--- config.mk ---
export PLATFORM = sky130hd
export DESIGN_NAME = cpu_top
export DESIGN_NICKNAME = d
export VERILOG_FILES = /design/src/design/cpu_pkg.sv /design/src/design/pipe_ctrl_if.sv /design/src/design/cpu_top.sv /design/src/design/decode_stage.sv /design/src/design/execute_stage.sv /design/src/design/fetch_stage.sv /design/src/design/hazard_unit.sv /design/src/design/memory_stage.sv /design/src/design/register_file.sv
export SDC_FILE = /design/constraint.sdc
export NUM_CORES = 2
export LEC_CHECK = 0
export BUFFER_PORTS_ARGS = -buffer_cell sky130_fd_sc_hd__buf_2
export CELL_PAD_IN_SITES_DETAIL_PLACEMENT = 2
export CELL_PAD_IN_SITES_GLOBAL_PLACEMENT = 2
export CORE_UTILIZATION = 40
export CTS_CLUSTER_DIAMETER = 200
export DETAILED_ROUTE_END_ITERATION = 10
export GPL_ROUTABILITY_DRIVEN = 0
export PLACE_DENSITY_LB_ADDON = 0.1
export SLEW_MARGIN = 10
export SYNTH_ARGS = -nofsm -noshare
export SYNTH_HDL_FRONTEND = slang
export SYNTH_SLANG_ARGS = --single-unit
export TNS_END_PERCENT = 1
--- constraint.sdc ---
create_clock -name clk -period 4.7 [get_ports clk]
set_clock_uncertainty 0.05 [all_clocks]
set_input_delay 0.47 -clock clk [delete_from_list [all_inputs] [get_ports clk]]
set_output_delay 0.47 -clock clk [all_outputs]
set_load 0.01 [all_outputs]
--- src/design/cpu_pkg.sv ---
`default_nettype none

package cpu_pkg;

    localparam int XLEN       = 32;
    localparam int REG_ADDR_W = 5;

    // Major opcodes the core executes
    typedef enum logic [6:0] {
        OPC_OP_IMM = 7'b0010011,
        OPC_OP     = 7'b0110011,
        OPC_LOAD   = 7'b0000011,
        OPC_STORE  = 7'b0100011,
        OPC_BRANCH = 7'b1100011
    } opcode_e;

    typedef enum logic [2:0] {
        ALU_ADD,
        ALU_SUB,
        ALU_AND,
        ALU_OR,
        ALU_XOR,
        ALU_SLT
    } alu_op_e;

    // Operand source picked in execute
    typedef enum logic [1:0] {
        FWD_REG   = 2'd0,
        FWD_EXMEM = 2'd1,
        FWD_MEMWB = 2'd2
    } fwd_sel_e;

    // All-zero value is a bubble
    typedef struct packed {
        alu_op_e alu_op;
        logic    use_imm;
        logic    mem_read;
        logic    mem_write;
        logic    reg_write;
        logic    branch;
        logic    branch_ne;
    } ctrl_t;

    // ADDI x0, x0, 0
    localparam logic [XLEN-1:0] NOP_INSTR = 32'h0000_0013;

endpackage

`default_nettype wire

--- src/design/pipe_ctrl_if.sv ---
`default_nettype none

interface pipe_ctrl_if;

    logic                     pc_stall;
    logic                     id_ex_bubble;
    // Taken branch from execute, wins over a stall
    logic                     redirect;
    logic [cpu_pkg::XLEN-1:0] redirect_target;

    modport hazard (output pc_stall, output id_ex_bubble);

    modport execute (output redirect, output redirect_target);

    modport fetch (input pc_stall, input redirect, input redirect_target);

    modport decode (input id_ex_bubble, input redirect);

endinterface

`default_nettype wire

--- src/design/cpu_top.sv ---
`default_nettype none

module cpu_top #(
    parameter int DMEM_WORDS = 64
) (
    input  wire                            clk,
    input  wire                            rst_n_i,
    output wire  [cpu_pkg::XLEN-1:0]       imem_addr_o,
    input  wire  [cpu_pkg::XLEN-1:0]       imem_data_i,
    output wire                            wb_valid_o,
    output wire  [cpu_pkg::REG_ADDR_W-1:0] wb_rd_o,
    output wire  [cpu_pkg::XLEN-1:0]       wb_data_o
);

    logic [cpu_pkg::XLEN-1:0]       id_pc;
    logic [cpu_pkg::XLEN-1:0]       id_instr;
    logic [cpu_pkg::REG_ADDR_W-1:0] rs1_addr;
    logic [cpu_pkg::REG_ADDR_W-1:0] rs2_addr;
    logic                           use_rs1;
    logic                           use_rs2;
    logic [cpu_pkg::XLEN-1:0]       rs1_data;
    logic [cpu_pkg::XLEN-1:0]       rs2_data;
    cpu_pkg::fwd_sel_e              fwd_a;
    cpu_pkg::fwd_sel_e              fwd_b;
    logic [cpu_pkg::XLEN-1:0]       ex_pc;
    logic [cpu_pkg::XLEN-1:0]       ex_rs1_data;
    logic [cpu_pkg::XLEN-1:0]       ex_rs2_data;
    logic [cpu_pkg::XLEN-1:0]       ex_imm;
    logic [cpu_pkg::REG_ADDR_W-1:0] ex_rd;
    cpu_pkg::ctrl_t                 ex_ctrl;
    cpu_pkg::fwd_sel_e              ex_fwd_a;
    cpu_pkg::fwd_sel_e              ex_fwd_b;
    logic [cpu_pkg::XLEN-1:0]       mem_result;
    logic [cpu_pkg::XLEN-1:0]       mem_store_data;
    logic [cpu_pkg::REG_ADDR_W-1:0] mem_rd;
    cpu_pkg::ctrl_t                 mem_ctrl;

    pipe_ctrl_if u_pipe_ctrl ();

    fetch_stage u_fetch (
        .clk        (clk),
        .rst_n_i    (rst_n_i),
        .ctrl       (u_pipe_ctrl.fetch),
        .instr_i    (imem_data_i),
        .pc_o       (imem_addr_o),
        .id_pc_o    (id_pc),
        .id_instr_o (id_instr)
    );

    decode_stage u_decode (
        .clk           (clk),
        .rst_n_i       (rst_n_i),
        .ctrl          (u_pipe_ctrl.decode),
        .id_pc_i       (id_pc),
        .id_instr_i    (id_instr),
        .rs1_addr_o    (rs1_addr),
        .rs2_addr_o    (rs2_addr),
        .use_rs1_o     (use_rs1),
        .use_rs2_o     (use_rs2),
        .rs1_data_i    (rs1_data),
        .rs2_data_i    (rs2_data),
        .fwd_a_i       (fwd_a),
        .fwd_b_i       (fwd_b),
        .ex_pc_o       (ex_pc),
        .ex_rs1_data_o (ex_rs1_data),
        .ex_rs2_data_o (ex_rs2_data),
        .ex_imm_o      (ex_imm),
        .ex_rd_o       (ex_rd),
        .ex_ctrl_o     (ex_ctrl),
        .ex_fwd_a_o    (ex_fwd_a),
        .ex_fwd_b_o    (ex_fwd_b)
    );

    // Written from MEM/WB
    register_file u_regfile (
        .clk        (clk),
        .rst_n_i    (rst_n_i),
        .rs1_addr_i (rs1_addr),
        .rs2_addr_i (rs2_addr),
        .rs1_data_o (rs1_data),
        .rs2_data_o (rs2_data),
        .we_i       (wb_valid_o),
        .rd_i       (wb_rd_o),
        .wd_i       (wb_data_o)
    );

    hazard_unit u_hazard (
        .ctrl            (u_pipe_ctrl.hazard),
        .rs1_addr_i      (rs1_addr),
        .rs2_addr_i      (rs2_addr),
        .use_rs1_i       (use_rs1),
        .use_rs2_i       (use_rs2),
        .ex_rd_i         (ex_rd),
        .ex_mem_read_i   (ex_ctrl.mem_read),
        .ex_reg_write_i  (ex_ctrl.reg_write),
        .mem_rd_i        (mem_rd),
        .mem_reg_write_i (mem_ctrl.reg_write),
        .fwd_a_o         (fwd_a),
        .fwd_b_o         (fwd_b)
    );

    execute_stage u_execute (
        .clk              (clk),
        .rst_n_i          (rst_n_i),
        .ctrl             (u_pipe_ctrl.execute),
        .ex_pc_i          (ex_pc),
        .ex_rs1_data_i    (ex_rs1_data),
        .ex_rs2_data_i    (ex_rs2_data),
        .ex_imm_i         (ex_imm),
        .ex_rd_i          (ex_rd),
        .ex_ctrl_i        (ex_ctrl),
        .ex_fwd_a_i       (ex_fwd_a),
        .ex_fwd_b_i       (ex_fwd_b),
        .wb_data_i        (wb_data_o),
        .mem_result_o     (mem_result),
        .mem_store_data_o (mem_store_data),
        .mem_rd_o         (mem_rd),
        .mem_ctrl_o       (mem_ctrl)
    );

    memory_stage #(
        .DMEM_WORDS (DMEM_WORDS)
    ) u_memory (
        .clk              (clk),
        .rst_n_i          (rst_n_i),
        .mem_result_i     (mem_result),
        .mem_store_data_i (mem_store_data),
        .mem_rd_i         (mem_rd),
        .mem_ctrl_i       (mem_ctrl),
        .wb_valid_o       (wb_valid_o),
        .wb_rd_o          (wb_rd_o),
        .wb_data_o        (wb_data_o)
    );

endmodule

`default_nettype wire

--- src/design/decode_stage.sv ---
`default_nettype none

module decode_stage (
    input  wire                            clk,
    input  wire                            rst_n_i,
    pipe_ctrl_if.decode                    ctrl,
    input  wire  [cpu_pkg::XLEN-1:0]       id_pc_i,
    input  wire  [cpu_pkg::XLEN-1:0]       id_instr_i,
    output logic [cpu_pkg::REG_ADDR_W-1:0] rs1_addr_o,
    output logic [cpu_pkg::REG_ADDR_W-1:0] rs2_addr_o,
    output logic                           use_rs1_o,
    output logic                           use_rs2_o,
    input  wire  [cpu_pkg::XLEN-1:0]       rs1_data_i,
    input  wire  [cpu_pkg::XLEN-1:0]       rs2_data_i,
    input  wire  cpu_pkg::fwd_sel_e        fwd_a_i,
    input  wire  cpu_pkg::fwd_sel_e        fwd_b_i,
    output logic [cpu_pkg::XLEN-1:0]       ex_pc_o,
    output logic [cpu_pkg::XLEN-1:0]       ex_rs1_data_o,
    output logic [cpu_pkg::XLEN-1:0]       ex_rs2_data_o,
    output logic [cpu_pkg::XLEN-1:0]       ex_imm_o,
    output logic [cpu_pkg::REG_ADDR_W-1:0] ex_rd_o,
    output cpu_pkg::ctrl_t                 ex_ctrl_o,
    output cpu_pkg::fwd_sel_e              ex_fwd_a_o,
    output cpu_pkg::fwd_sel_e              ex_fwd_b_o
);

    cpu_pkg::opcode_e         opcode;
    logic [2:0]               funct3;
    logic [6:0]               funct7;
    cpu_pkg::ctrl_t           dec_ctrl;
    logic [cpu_pkg::XLEN-1:0] imm;

    assign opcode     = cpu_pkg::opcode_e'(id_instr_i[6:0]);
    assign funct3     = id_instr_i[14:12];
    assign funct7     = id_instr_i[31:25];
    assign rs1_addr_o = id_instr_i[19:15];
    assign rs2_addr_o = id_instr_i[24:20];

    always_comb begin
        dec_ctrl  = '0;
        use_rs1_o = 1'b0;
        use_rs2_o = 1'b0;
        // I-type by default
        imm       = {{20{id_instr_i[31]}}, id_instr_i[31:20]};
        case (opcode)
            cpu_pkg::OPC_OP_IMM: begin
                // ADDI only
                dec_ctrl.use_imm   = 1'b1;
                dec_ctrl.reg_write = (funct3 == 3'b000);
                use_rs1_o          = 1'b1;
            end
            cpu_pkg::OPC_OP: begin
                dec_ctrl.reg_write = 1'b1;
                use_rs1_o          = 1'b1;
                use_rs2_o          = 1'b1;
                case (funct3)
                    3'b000: begin
                        dec_ctrl.alu_op = funct7[5] ? cpu_pkg::ALU_SUB : cpu_pkg::ALU_ADD;
                    end
                    3'b010: dec_ctrl.alu_op = cpu_pkg::ALU_SLT;
                    3'b100: dec_ctrl.alu_op = cpu_pkg::ALU_XOR;
                    3'b110: dec_ctrl.alu_op = cpu_pkg::ALU_OR;
                    3'b111: dec_ctrl.alu_op = cpu_pkg::ALU_AND;
                    default: dec_ctrl.reg_write = 1'b0;
                endcase
            end
            cpu_pkg::OPC_LOAD: begin
                dec_ctrl.use_imm   = 1'b1;
                dec_ctrl.mem_read  = 1'b1;
                dec_ctrl.reg_write = 1'b1;
                use_rs1_o          = 1'b1;
            end
            cpu_pkg::OPC_STORE: begin
                dec_ctrl.use_imm   = 1'b1;
                dec_ctrl.mem_write = 1'b1;
                use_rs1_o          = 1'b1;
                use_rs2_o          = 1'b1;
                imm = {{20{id_instr_i[31]}}, id_instr_i[31:25], id_instr_i[11:7]};
            end
            cpu_pkg::OPC_BRANCH: begin
                // BEQ is funct3 000, BNE is 001
                dec_ctrl.branch    = (funct3[2:1] == 2'b00);
                dec_ctrl.branch_ne = funct3[0];
                use_rs1_o          = 1'b1;
                use_rs2_o          = 1'b1;
                imm = {{19{id_instr_i[31]}}, id_instr_i[31], id_instr_i[7],
                       id_instr_i[30:25], id_instr_i[11:8], 1'b0};
            end
            default: begin
                dec_ctrl = '0;
            end
        endcase
    end

    // ID/EX control, bubbled on load-use stall or branch flush
    always_ff @(posedge clk or negedge rst_n_i) begin
        if (!rst_n_i) begin
            ex_ctrl_o  <= '0;
            ex_fwd_a_o <= cpu_pkg::FWD_REG;
            ex_fwd_b_o <= cpu_pkg::FWD_REG;
        end else begin
            if (ctrl.id_ex_bubble || ctrl.redirect) begin
                ex_ctrl_o <= '0;
            end else begin
                ex_ctrl_o <= dec_ctrl;
            end
            ex_fwd_a_o <= fwd_a_i;
            ex_fwd_b_o <= fwd_b_i;
        end
    end

    always_ff @(posedge clk) begin
        ex_pc_o       <= id_pc_i;
        ex_rs1_data_o <= rs1_data_i;
        ex_rs2_data_o <= rs2_data_i;
        ex_imm_o      <= imm;
        ex_rd_o       <= id_instr_i[11:7];
    end

endmodule

`default_nettype wire

--- src/design/execute_stage.sv ---
`default_nettype none

module execute_stage (
    input  wire                            clk,
    input  wire                            rst_n_i,
    pipe_ctrl_if.execute                   ctrl,
    input  wire  [cpu_pkg::XLEN-1:0]       ex_pc_i,
    input  wire  [cpu_pkg::XLEN-1:0]       ex_rs1_data_i,
    input  wire  [cpu_pkg::XLEN-1:0]       ex_rs2_data_i,
    input  wire  [cpu_pkg::XLEN-1:0]       ex_imm_i,
    input  wire  [cpu_pkg::REG_ADDR_W-1:0] ex_rd_i,
    input  wire  cpu_pkg::ctrl_t           ex_ctrl_i,
    input  wire  cpu_pkg::fwd_sel_e        ex_fwd_a_i,
    input  wire  cpu_pkg::fwd_sel_e        ex_fwd_b_i,
    input  wire  [cpu_pkg::XLEN-1:0]       wb_data_i,
    output logic [cpu_pkg::XLEN-1:0]       mem_result_o,
    output logic [cpu_pkg::XLEN-1:0]       mem_store_data_o,
    output logic [cpu_pkg::REG_ADDR_W-1:0] mem_rd_o,
    output cpu_pkg::ctrl_t                 mem_ctrl_o
);

    logic [cpu_pkg::XLEN-1:0] op_a;
    logic [cpu_pkg::XLEN-1:0] op_b_reg;
    logic [cpu_pkg::XLEN-1:0] op_b;
    logic [cpu_pkg::XLEN-1:0] alu_res;

    function automatic logic [cpu_pkg::XLEN-1:0] pick(
        input cpu_pkg::fwd_sel_e        sel,
        input logic [cpu_pkg::XLEN-1:0] rf_val,
        input logic [cpu_pkg::XLEN-1:0] exmem_val,
        input logic [cpu_pkg::XLEN-1:0] memwb_val
    );
        case (sel)
            cpu_pkg::FWD_EXMEM: return exmem_val;
            cpu_pkg::FWD_MEMWB: return memwb_val;
            default:            return rf_val;
        endcase
    endfunction

    assign op_a     = pick(ex_fwd_a_i, ex_rs1_data_i, mem_result_o, wb_data_i);
    assign op_b_reg = pick(ex_fwd_b_i, ex_rs2_data_i, mem_result_o, wb_data_i);
    assign op_b     = ex_ctrl_i.use_imm ? ex_imm_i : op_b_reg;

    always_comb begin
        case (ex_ctrl_i.alu_op)
            cpu_pkg::ALU_SUB: alu_res = op_a - op_b;
            cpu_pkg::ALU_AND: alu_res = op_a & op_b;
            cpu_pkg::ALU_OR:  alu_res = op_a | op_b;
            cpu_pkg::ALU_XOR: alu_res = op_a ^ op_b;
            cpu_pkg::ALU_SLT: alu_res = {31'd0, $signed(op_a) < $signed(op_b)};
            default:          alu_res = op_a + op_b;
        endcase
    end

    // BEQ/BNE resolved here, two younger slots get flushed
    assign ctrl.redirect        = ex_ctrl_i.branch &&
                                  ((op_a == op_b_reg) != ex_ctrl_i.branch_ne);
    assign ctrl.redirect_target = ex_pc_i + ex_imm_i;

    always_ff @(posedge clk or negedge rst_n_i) begin
        if (!rst_n_i) begin
            mem_ctrl_o <= '0;
        end else begin
            mem_ctrl_o <= ex_ctrl_i;
        end
    end

    always_ff @(posedge clk) begin
        mem_result_o     <= alu_res;
        mem_store_data_o <= op_b_reg;
        mem_rd_o         <= ex_rd_i;
    end

endmodule

`default_nettype wire

--- src/design/fetch_stage.sv ---
`default_nettype none

module fetch_stage (
    input  wire                      clk,
    input  wire                      rst_n_i,
    pipe_ctrl_if.fetch               ctrl,
    input  wire  [cpu_pkg::XLEN-1:0] instr_i,
    output logic [cpu_pkg::XLEN-1:0] pc_o,
    output logic [cpu_pkg::XLEN-1:0] id_pc_o,
    output logic [cpu_pkg::XLEN-1:0] id_instr_o
);

    localparam logic [cpu_pkg::XLEN-1:0] PC_STEP = 4;

    always_ff @(posedge clk or negedge rst_n_i) begin
        if (!rst_n_i) begin
            pc_o <= '0;
        end else if (ctrl.redirect) begin
            pc_o <= ctrl.redirect_target;
        end else if (!ctrl.pc_stall) begin
            pc_o <= pc_o + PC_STEP;
        end
    end

    // IF/ID, squashed when a branch redirects
    always_ff @(posedge clk or negedge rst_n_i) begin
        if (!rst_n_i) begin
            id_pc_o    <= '0;
            id_instr_o <= cpu_pkg::NOP_INSTR;
        end else if (ctrl.redirect) begin
            id_instr_o <= cpu_pkg::NOP_INSTR;
        end else if (!ctrl.pc_stall) begin
            id_pc_o    <= pc_o;
            id_instr_o <= instr_i;
        end
    end

endmodule

`default_nettype wire

--- src/design/hazard_unit.sv ---
`default_nettype none

module hazard_unit (
    pipe_ctrl_if.hazard                    ctrl,
    input  wire  [cpu_pkg::REG_ADDR_W-1:0] rs1_addr_i,
    input  wire  [cpu_pkg::REG_ADDR_W-1:0] rs2_addr_i,
    input  wire                            use_rs1_i,
    input  wire                            use_rs2_i,
    input  wire  [cpu_pkg::REG_ADDR_W-1:0] ex_rd_i,
    input  wire                            ex_mem_read_i,
    input  wire                            ex_reg_write_i,
    input  wire  [cpu_pkg::REG_ADDR_W-1:0] mem_rd_i,
    input  wire                            mem_reg_write_i,
    output cpu_pkg::fwd_sel_e              fwd_a_o,
    output cpu_pkg::fwd_sel_e              fwd_b_o
);

    logic load_use;

    // Loaded data is not ready until the load leaves memory
    assign load_use = ex_mem_read_i && (ex_rd_i != '0) &&
                      ((use_rs1_i && ex_rd_i == rs1_addr_i) ||
                       (use_rs2_i && ex_rd_i == rs2_addr_i));

    assign ctrl.pc_stall     = load_use;
    assign ctrl.id_ex_bubble = load_use;

    // Selects are registered with the instruction, so the producer now in EX
    // will sit in EX/MEM and the one in MEM will be at write-back
    function automatic cpu_pkg::fwd_sel_e pick_src(
        input logic [cpu_pkg::REG_ADDR_W-1:0] rs,
        input logic                           used
    );
        if (!used || rs == '0) begin
            return cpu_pkg::FWD_REG;
        end
        if (ex_reg_write_i && ex_rd_i == rs) begin
            return cpu_pkg::FWD_EXMEM;
        end
        if (mem_reg_write_i && mem_rd_i == rs) begin
            return cpu_pkg::FWD_MEMWB;
        end
        return cpu_pkg::FWD_REG;
    endfunction

    always_comb begin
        fwd_a_o = pick_src(rs1_addr_i, use_rs1_i);
        fwd_b_o = pick_src(rs2_addr_i, use_rs2_i);
    end

endmodule

`default_nettype wire

--- src/design/memory_stage.sv ---
`default_nettype none

module memory_stage #(
    parameter int DMEM_WORDS = 64
) (
    input  wire                            clk,
    input  wire                            rst_n_i,
    input  wire  [cpu_pkg::XLEN-1:0]       mem_result_i,
    input  wire  [cpu_pkg::XLEN-1:0]       mem_store_data_i,
    input  wire  [cpu_pkg::REG_ADDR_W-1:0] mem_rd_i,
    input  wire  cpu_pkg::ctrl_t           mem_ctrl_i,
    output logic                           wb_valid_o,
    output logic [cpu_pkg::REG_ADDR_W-1:0] wb_rd_o,
    output logic [cpu_pkg::XLEN-1:0]       wb_data_o
);

    // Needs at least two words
    localparam int IDX_W = $clog2(DMEM_WORDS);

    logic [cpu_pkg::XLEN-1:0] ram [DMEM_WORDS];
    logic [IDX_W-1:0]         idx;

    // Word address, upper bits wrap
    assign idx = mem_result_i[IDX_W+1:2];

    always_ff @(posedge clk) begin
        if (mem_ctrl_i.mem_write) begin
            ram[idx] <= mem_store_data_i;
        end
    end

    // MEM/WB
    always_ff @(posedge clk or negedge rst_n_i) begin
        if (!rst_n_i) begin
            wb_valid_o <= 1'b0;
        end else begin
            wb_valid_o <= mem_ctrl_i.reg_write && (mem_rd_i != '0);
        end
    end

    always_ff @(posedge clk) begin
        wb_rd_o   <= mem_rd_i;
        wb_data_o <= mem_ctrl_i.mem_read ? ram[idx] : mem_result_i;
    end

endmodule

`default_nettype wire

--- src/design/register_file.sv ---
`default_nettype none

module register_file (
    input  wire                            clk,
    input  wire                            rst_n_i,
    input  wire  [cpu_pkg::REG_ADDR_W-1:0] rs1_addr_i,
    input  wire  [cpu_pkg::REG_ADDR_W-1:0] rs2_addr_i,
    output logic [cpu_pkg::XLEN-1:0]       rs1_data_o,
    output logic [cpu_pkg::XLEN-1:0]       rs2_data_o,
    input  wire                            we_i,
    input  wire  [cpu_pkg::REG_ADDR_W-1:0] rd_i,
    input  wire  [cpu_pkg::XLEN-1:0]       wd_i
);

    localparam int NREGS = 2 ** cpu_pkg::REG_ADDR_W;

    // No storage behind x0
    logic [cpu_pkg::XLEN-1:0] regs [1:NREGS-1];

    always_ff @(posedge clk or negedge rst_n_i) begin
        if (!rst_n_i) begin
            for (int i = 1; i < NREGS; i++) begin
                regs[i] <= '0;
            end
        end else if (we_i && rd_i != '0) begin
            regs[rd_i] <= wd_i;
        end
    end

    // Write-back in the same cycle shows through to decode
    assign rs1_data_o = (rs1_addr_i == '0)             ? '0   :
                        (we_i && rd_i == rs1_addr_i)   ? wd_i : regs[rs1_addr_i];
    assign rs2_data_o = (rs2_addr_i == '0)             ? '0   :
                        (we_i && rd_i == rs2_addr_i)   ? wd_i : regs[rs2_addr_i];

endmodule

`default_nettype wire

==> out/qor.yml <==
status:
  status: "finished clean"
power:
  p_per_area_mw_per_mm2: 380.6
  ir_drop_uv: 374.3
  comb_power_share: 0.054
  cellLeakagePower_nw: 60.77
  p_int_mw: 49.32
  swShare: 0.2372
  p_switching_mw: 15.34
  power_frac_clock: 0.456
  seqPwrFrac: 0.490
  total_power_mw: 64.66
finish:
  final_common_cell: "edfxtp_1"
  fin_util: 0.4686
  drive_gt1_frac: 0.3181
  final_cell_mix: "edfxtp_1 (2048), dfrtp_1 (1089), mux2_2 (1036), a22oi_1 (668), buf_4 (604)"
  final_cell_count_no_fill: 14970
  final_area_mm2: 0.1699
  area_growth_pct: 16.49
  nets: 10040
routing:
  drt-wirelength-per-cell_um: 38.82
  route.detailed.drc: 0
  dr_total_vias: 95050
  drt_iter0_drc: 8833
  drt_wl_total_um: 581000
  vias_per_cell: 6.352
  ant_nets: 0
  dr.pass1.iters: 6
critical_path:
  worstPathMaxFanout: 24
  worstPathRequired_ps: 5460
  r2r_setup_slack_ps: 120
  critPathLaunchType: "flop"
  r2r-end: "u_fetch.id_pc_o[15]"
  rr_worst_depth: 14
  endpoint_kind: "flop"
  path_class: "flop to flop"
  cp.arrival_ps: 5340
  worstReg2RegStart: "u_decode.ex_fwd_b_o[1]"
synth:
  ys_async_sr_fraction: 0.3276
  yosysSeqAreaShare: 0.6415
  synth_cell_types: 87
  ys_ff_latch: 3373
  synth.avg_cell_area_um2: 15.54
  syn_nets: 9556
  synth_area_leader_cell: "edfxtp_1"
  synth_top_cell_area_share: 0.4217
  syn_inst: 9387
  synth-main-ff-cell: "edfxtp_1"
  syn-cell-area_mm2: 0.1458
  synthTopCellsByArea: "edfxtp_1 (42%), dfrtp_1 (19%), mux4_2 (8.9%)"
  yosys_warnings: 0
  synth_edf_count: 2048
floorplanning:
  coreArea_mm2: 0.3625
  rows: 221
  start_util: 0.4023
  die-area_mm2: 0.3670
  ios: 104
  die_w_um: 605.8
  die_h_um: 605.8
sta:
  holdWs_ps: 107.9
  fmax_ghz: 0.2181
  rsz0062_at_grt: "false"
  hold_viol_final: 0
  finalSetupTns_ps: 0
  period_minus_slack_ps: 4585
  drv_slew: 0
  worst_slack_ps: 115.0
  max_slew_margin: 0.1397
  post-route-period-util: 0.9755
  setup_viol: 0
  tightest_slew_ps: 1279
min_path:
  hold_path.class: "input port to async pin"
cts:
  clk-insertion-delay-late_ps: 1030
  clock-sinks: 3373
  cts-htree-levels: 5
  cts_root_buf: "clkbuf_16"
  path_clk_slew_ps: 70
  cts_tree: "done"
  numCtsBuffers: 371
  cts_buffer_depth: 4
global_route:
  grt_max_degree: 148
  grt_first_pass_wirelength_um: 814300
  track_usage: 0.3126
  grt_antenna_before_repair: 26
  grt-ovfl-total: 0
  grt_pass1_vias: 102700
run:
  maxCapViolations: 0
place:
  io_buffers: 103
  placed_cell_area_mm2: 0.1575
  preCtsSetupSlack_ps: -21.48
  dp.cells: 14250
  hpwlAfterDp_um: 353500
## cell type report
cell class | count | area [um^2]
flip-flops and latches | 3373 | 93650
repair buffers | 871 | 8019
clock buffers | 508 | 10320
multi-input cells | 5081 | 49590
clock inverters | 164 | 1667
inverters | 168 | 630.6
well taps | 4794 | 5998
fillers | 33420 | 192600
diodes | 6 | 15.01
## state kept, by name (all words and copies together), names as in the netlist
register                    count
u_memory.ram                 2048
u_memory.wb_data_o             32
u_decode.ex_pc_o               32
u_fetch.id_instr_o             32
u_decode.ex_imm_o              13
u_execute.mem_store_data_o     32
u_memory.wb_rd_o                5
u_decode.ex_fwd_a_o             2
u_decode.ex_ctrl_o              9
u_decode.ex_rd_o                5
u_regfile.regs                992
u_decode.ex_rs1_data_o         32
u_fetch.id_pc_o                32
u_decode.ex_rs2_data_o         32
u_decode.ex_fwd_b_o             2
u_execute.mem_result_o         32
u_fetch.pc_o                   32
u_execute.mem_rd_o              5
u_execute.mem_ctrl_o            3
u_memory.wb_valid_o             1
## metal layers
layer  vias to the layer above  track usage  part of all wire
met4                         2       0.1550             0.057
met2                      3510       0.5332              0.49
li1                      38320            -                 -
met5                         -            0          0.000021
met1                     52190       0.3971              0.40
met3                      1035      0.03328             0.054
## synth_stat cells, types with 11 or more instances
cell,n
a211oi_1,14
a21o_1,21
a21oi_1,331
a221o_1,60
a221oi_1,200
a22o_1,225
a22oi_1,668
a31oi_1,175
and3_1,18
buf_1,222
buf_2,75
clkbuf_1,462
dfrtp_1,1102
dfxtp_1,220
edfxtp_1,2048
ha_1,132
inv_1,165
mux2_2,1036
mux2_4,29
mux2i_1,138
mux4_2,576
nand2_1,171
nand2b_1,19
nand3_1,41
nand4_1,105
nor2_1,415
nor2b_1,19
nor3_1,55
nor3b_1,11
nor4_1,35
o211ai_1,18
o21a_1,27
o21ai_0,148
o21ai_1,63
o21bai_1,16
o221ai_1,15
o22ai_1,18
o31ai_1,13
xnor2_1,70
xor2_1,59
## repair_timing
action,CTS,global route
resized for setup,1,16
setup endpoints to repair,3,11
buffers inserted,0,0
hold buffers,33,0
pin swaps,0,2
endpoints found under the hold margin,89,0
## worst max path at each step
| stage | start | endpoint | slack [ps] | depth (start not counted) |
|---|---|---|---|---|
| final | u_decode.ex_fwd_b_o[1] | u_fetch.id_pc_o[15] | 120 | 14 |
| after global routing | u_decode.ex_fwd_b_o[1] | u_execute.mem_result_o[0] | 10 | 21 |
| after CTS | u_decode.ex_fwd_b_o[0] | u_execute.mem_result_o[27] | 20 | 17 |
| after detailed placement | u_decode.ex_fwd_a_o[0] | u_execute.mem_result_o[24] | -20 | 18 |
| after global placement | u_execute.mem_result_o[3] | u_memory.wb_data_o[4] | -230 | 10 |
| after floorplan | u_decode.ex_fwd_b_o[0] | u_execute.mem_result_o[24] | 330 | 22 |
## logic make-up (layout without fill, tap and decap cells)
group / after synthesis / count (layout) / synth area share
mux: 1779 / 1779 / 0.1814
fa+ha+maj: 135 / 135 / 0.01174
compound gates: 2085 / 2085 / 0.1020
other cells: 0 / 6 / 0
xor+xnor: 129 / 129 / 0.007747
buf+inv: 933 / 1711 / 0.02497
simple gates: 953 / 953 / 0.03061
flops: 3373 / 3373 / 0.6415
## power by group through the flow
stage / clock (mW) / combinational, mW / sequential, mW
after floorplan: 0 / 1.70 / 32.2
after global placement: 0 / 3.37 / 32.3
after detailed placement: 0 / 3.45 / 32.3
after CTS: 29.9 / 3.51 / 31.7
after global routing: 30.8 / 3.69 / 31.7
final: 29.5 / 3.50 / 31.7
## critical path: stages, from the launching register on
cell	delay, ps
dfrtp_1	410
inv_1	70
ha_2	210
a22oi_1	90
o21a_1	230
buf_4	130
inv_1	310
xnor2_1	370
nor4_1	730
nand4_1	480
xnor2_1	240
and2_4	180
or2_2	310
buf_4	280
mux2_4	350
No activity file was read; power rests on OpenSTA's default activity.
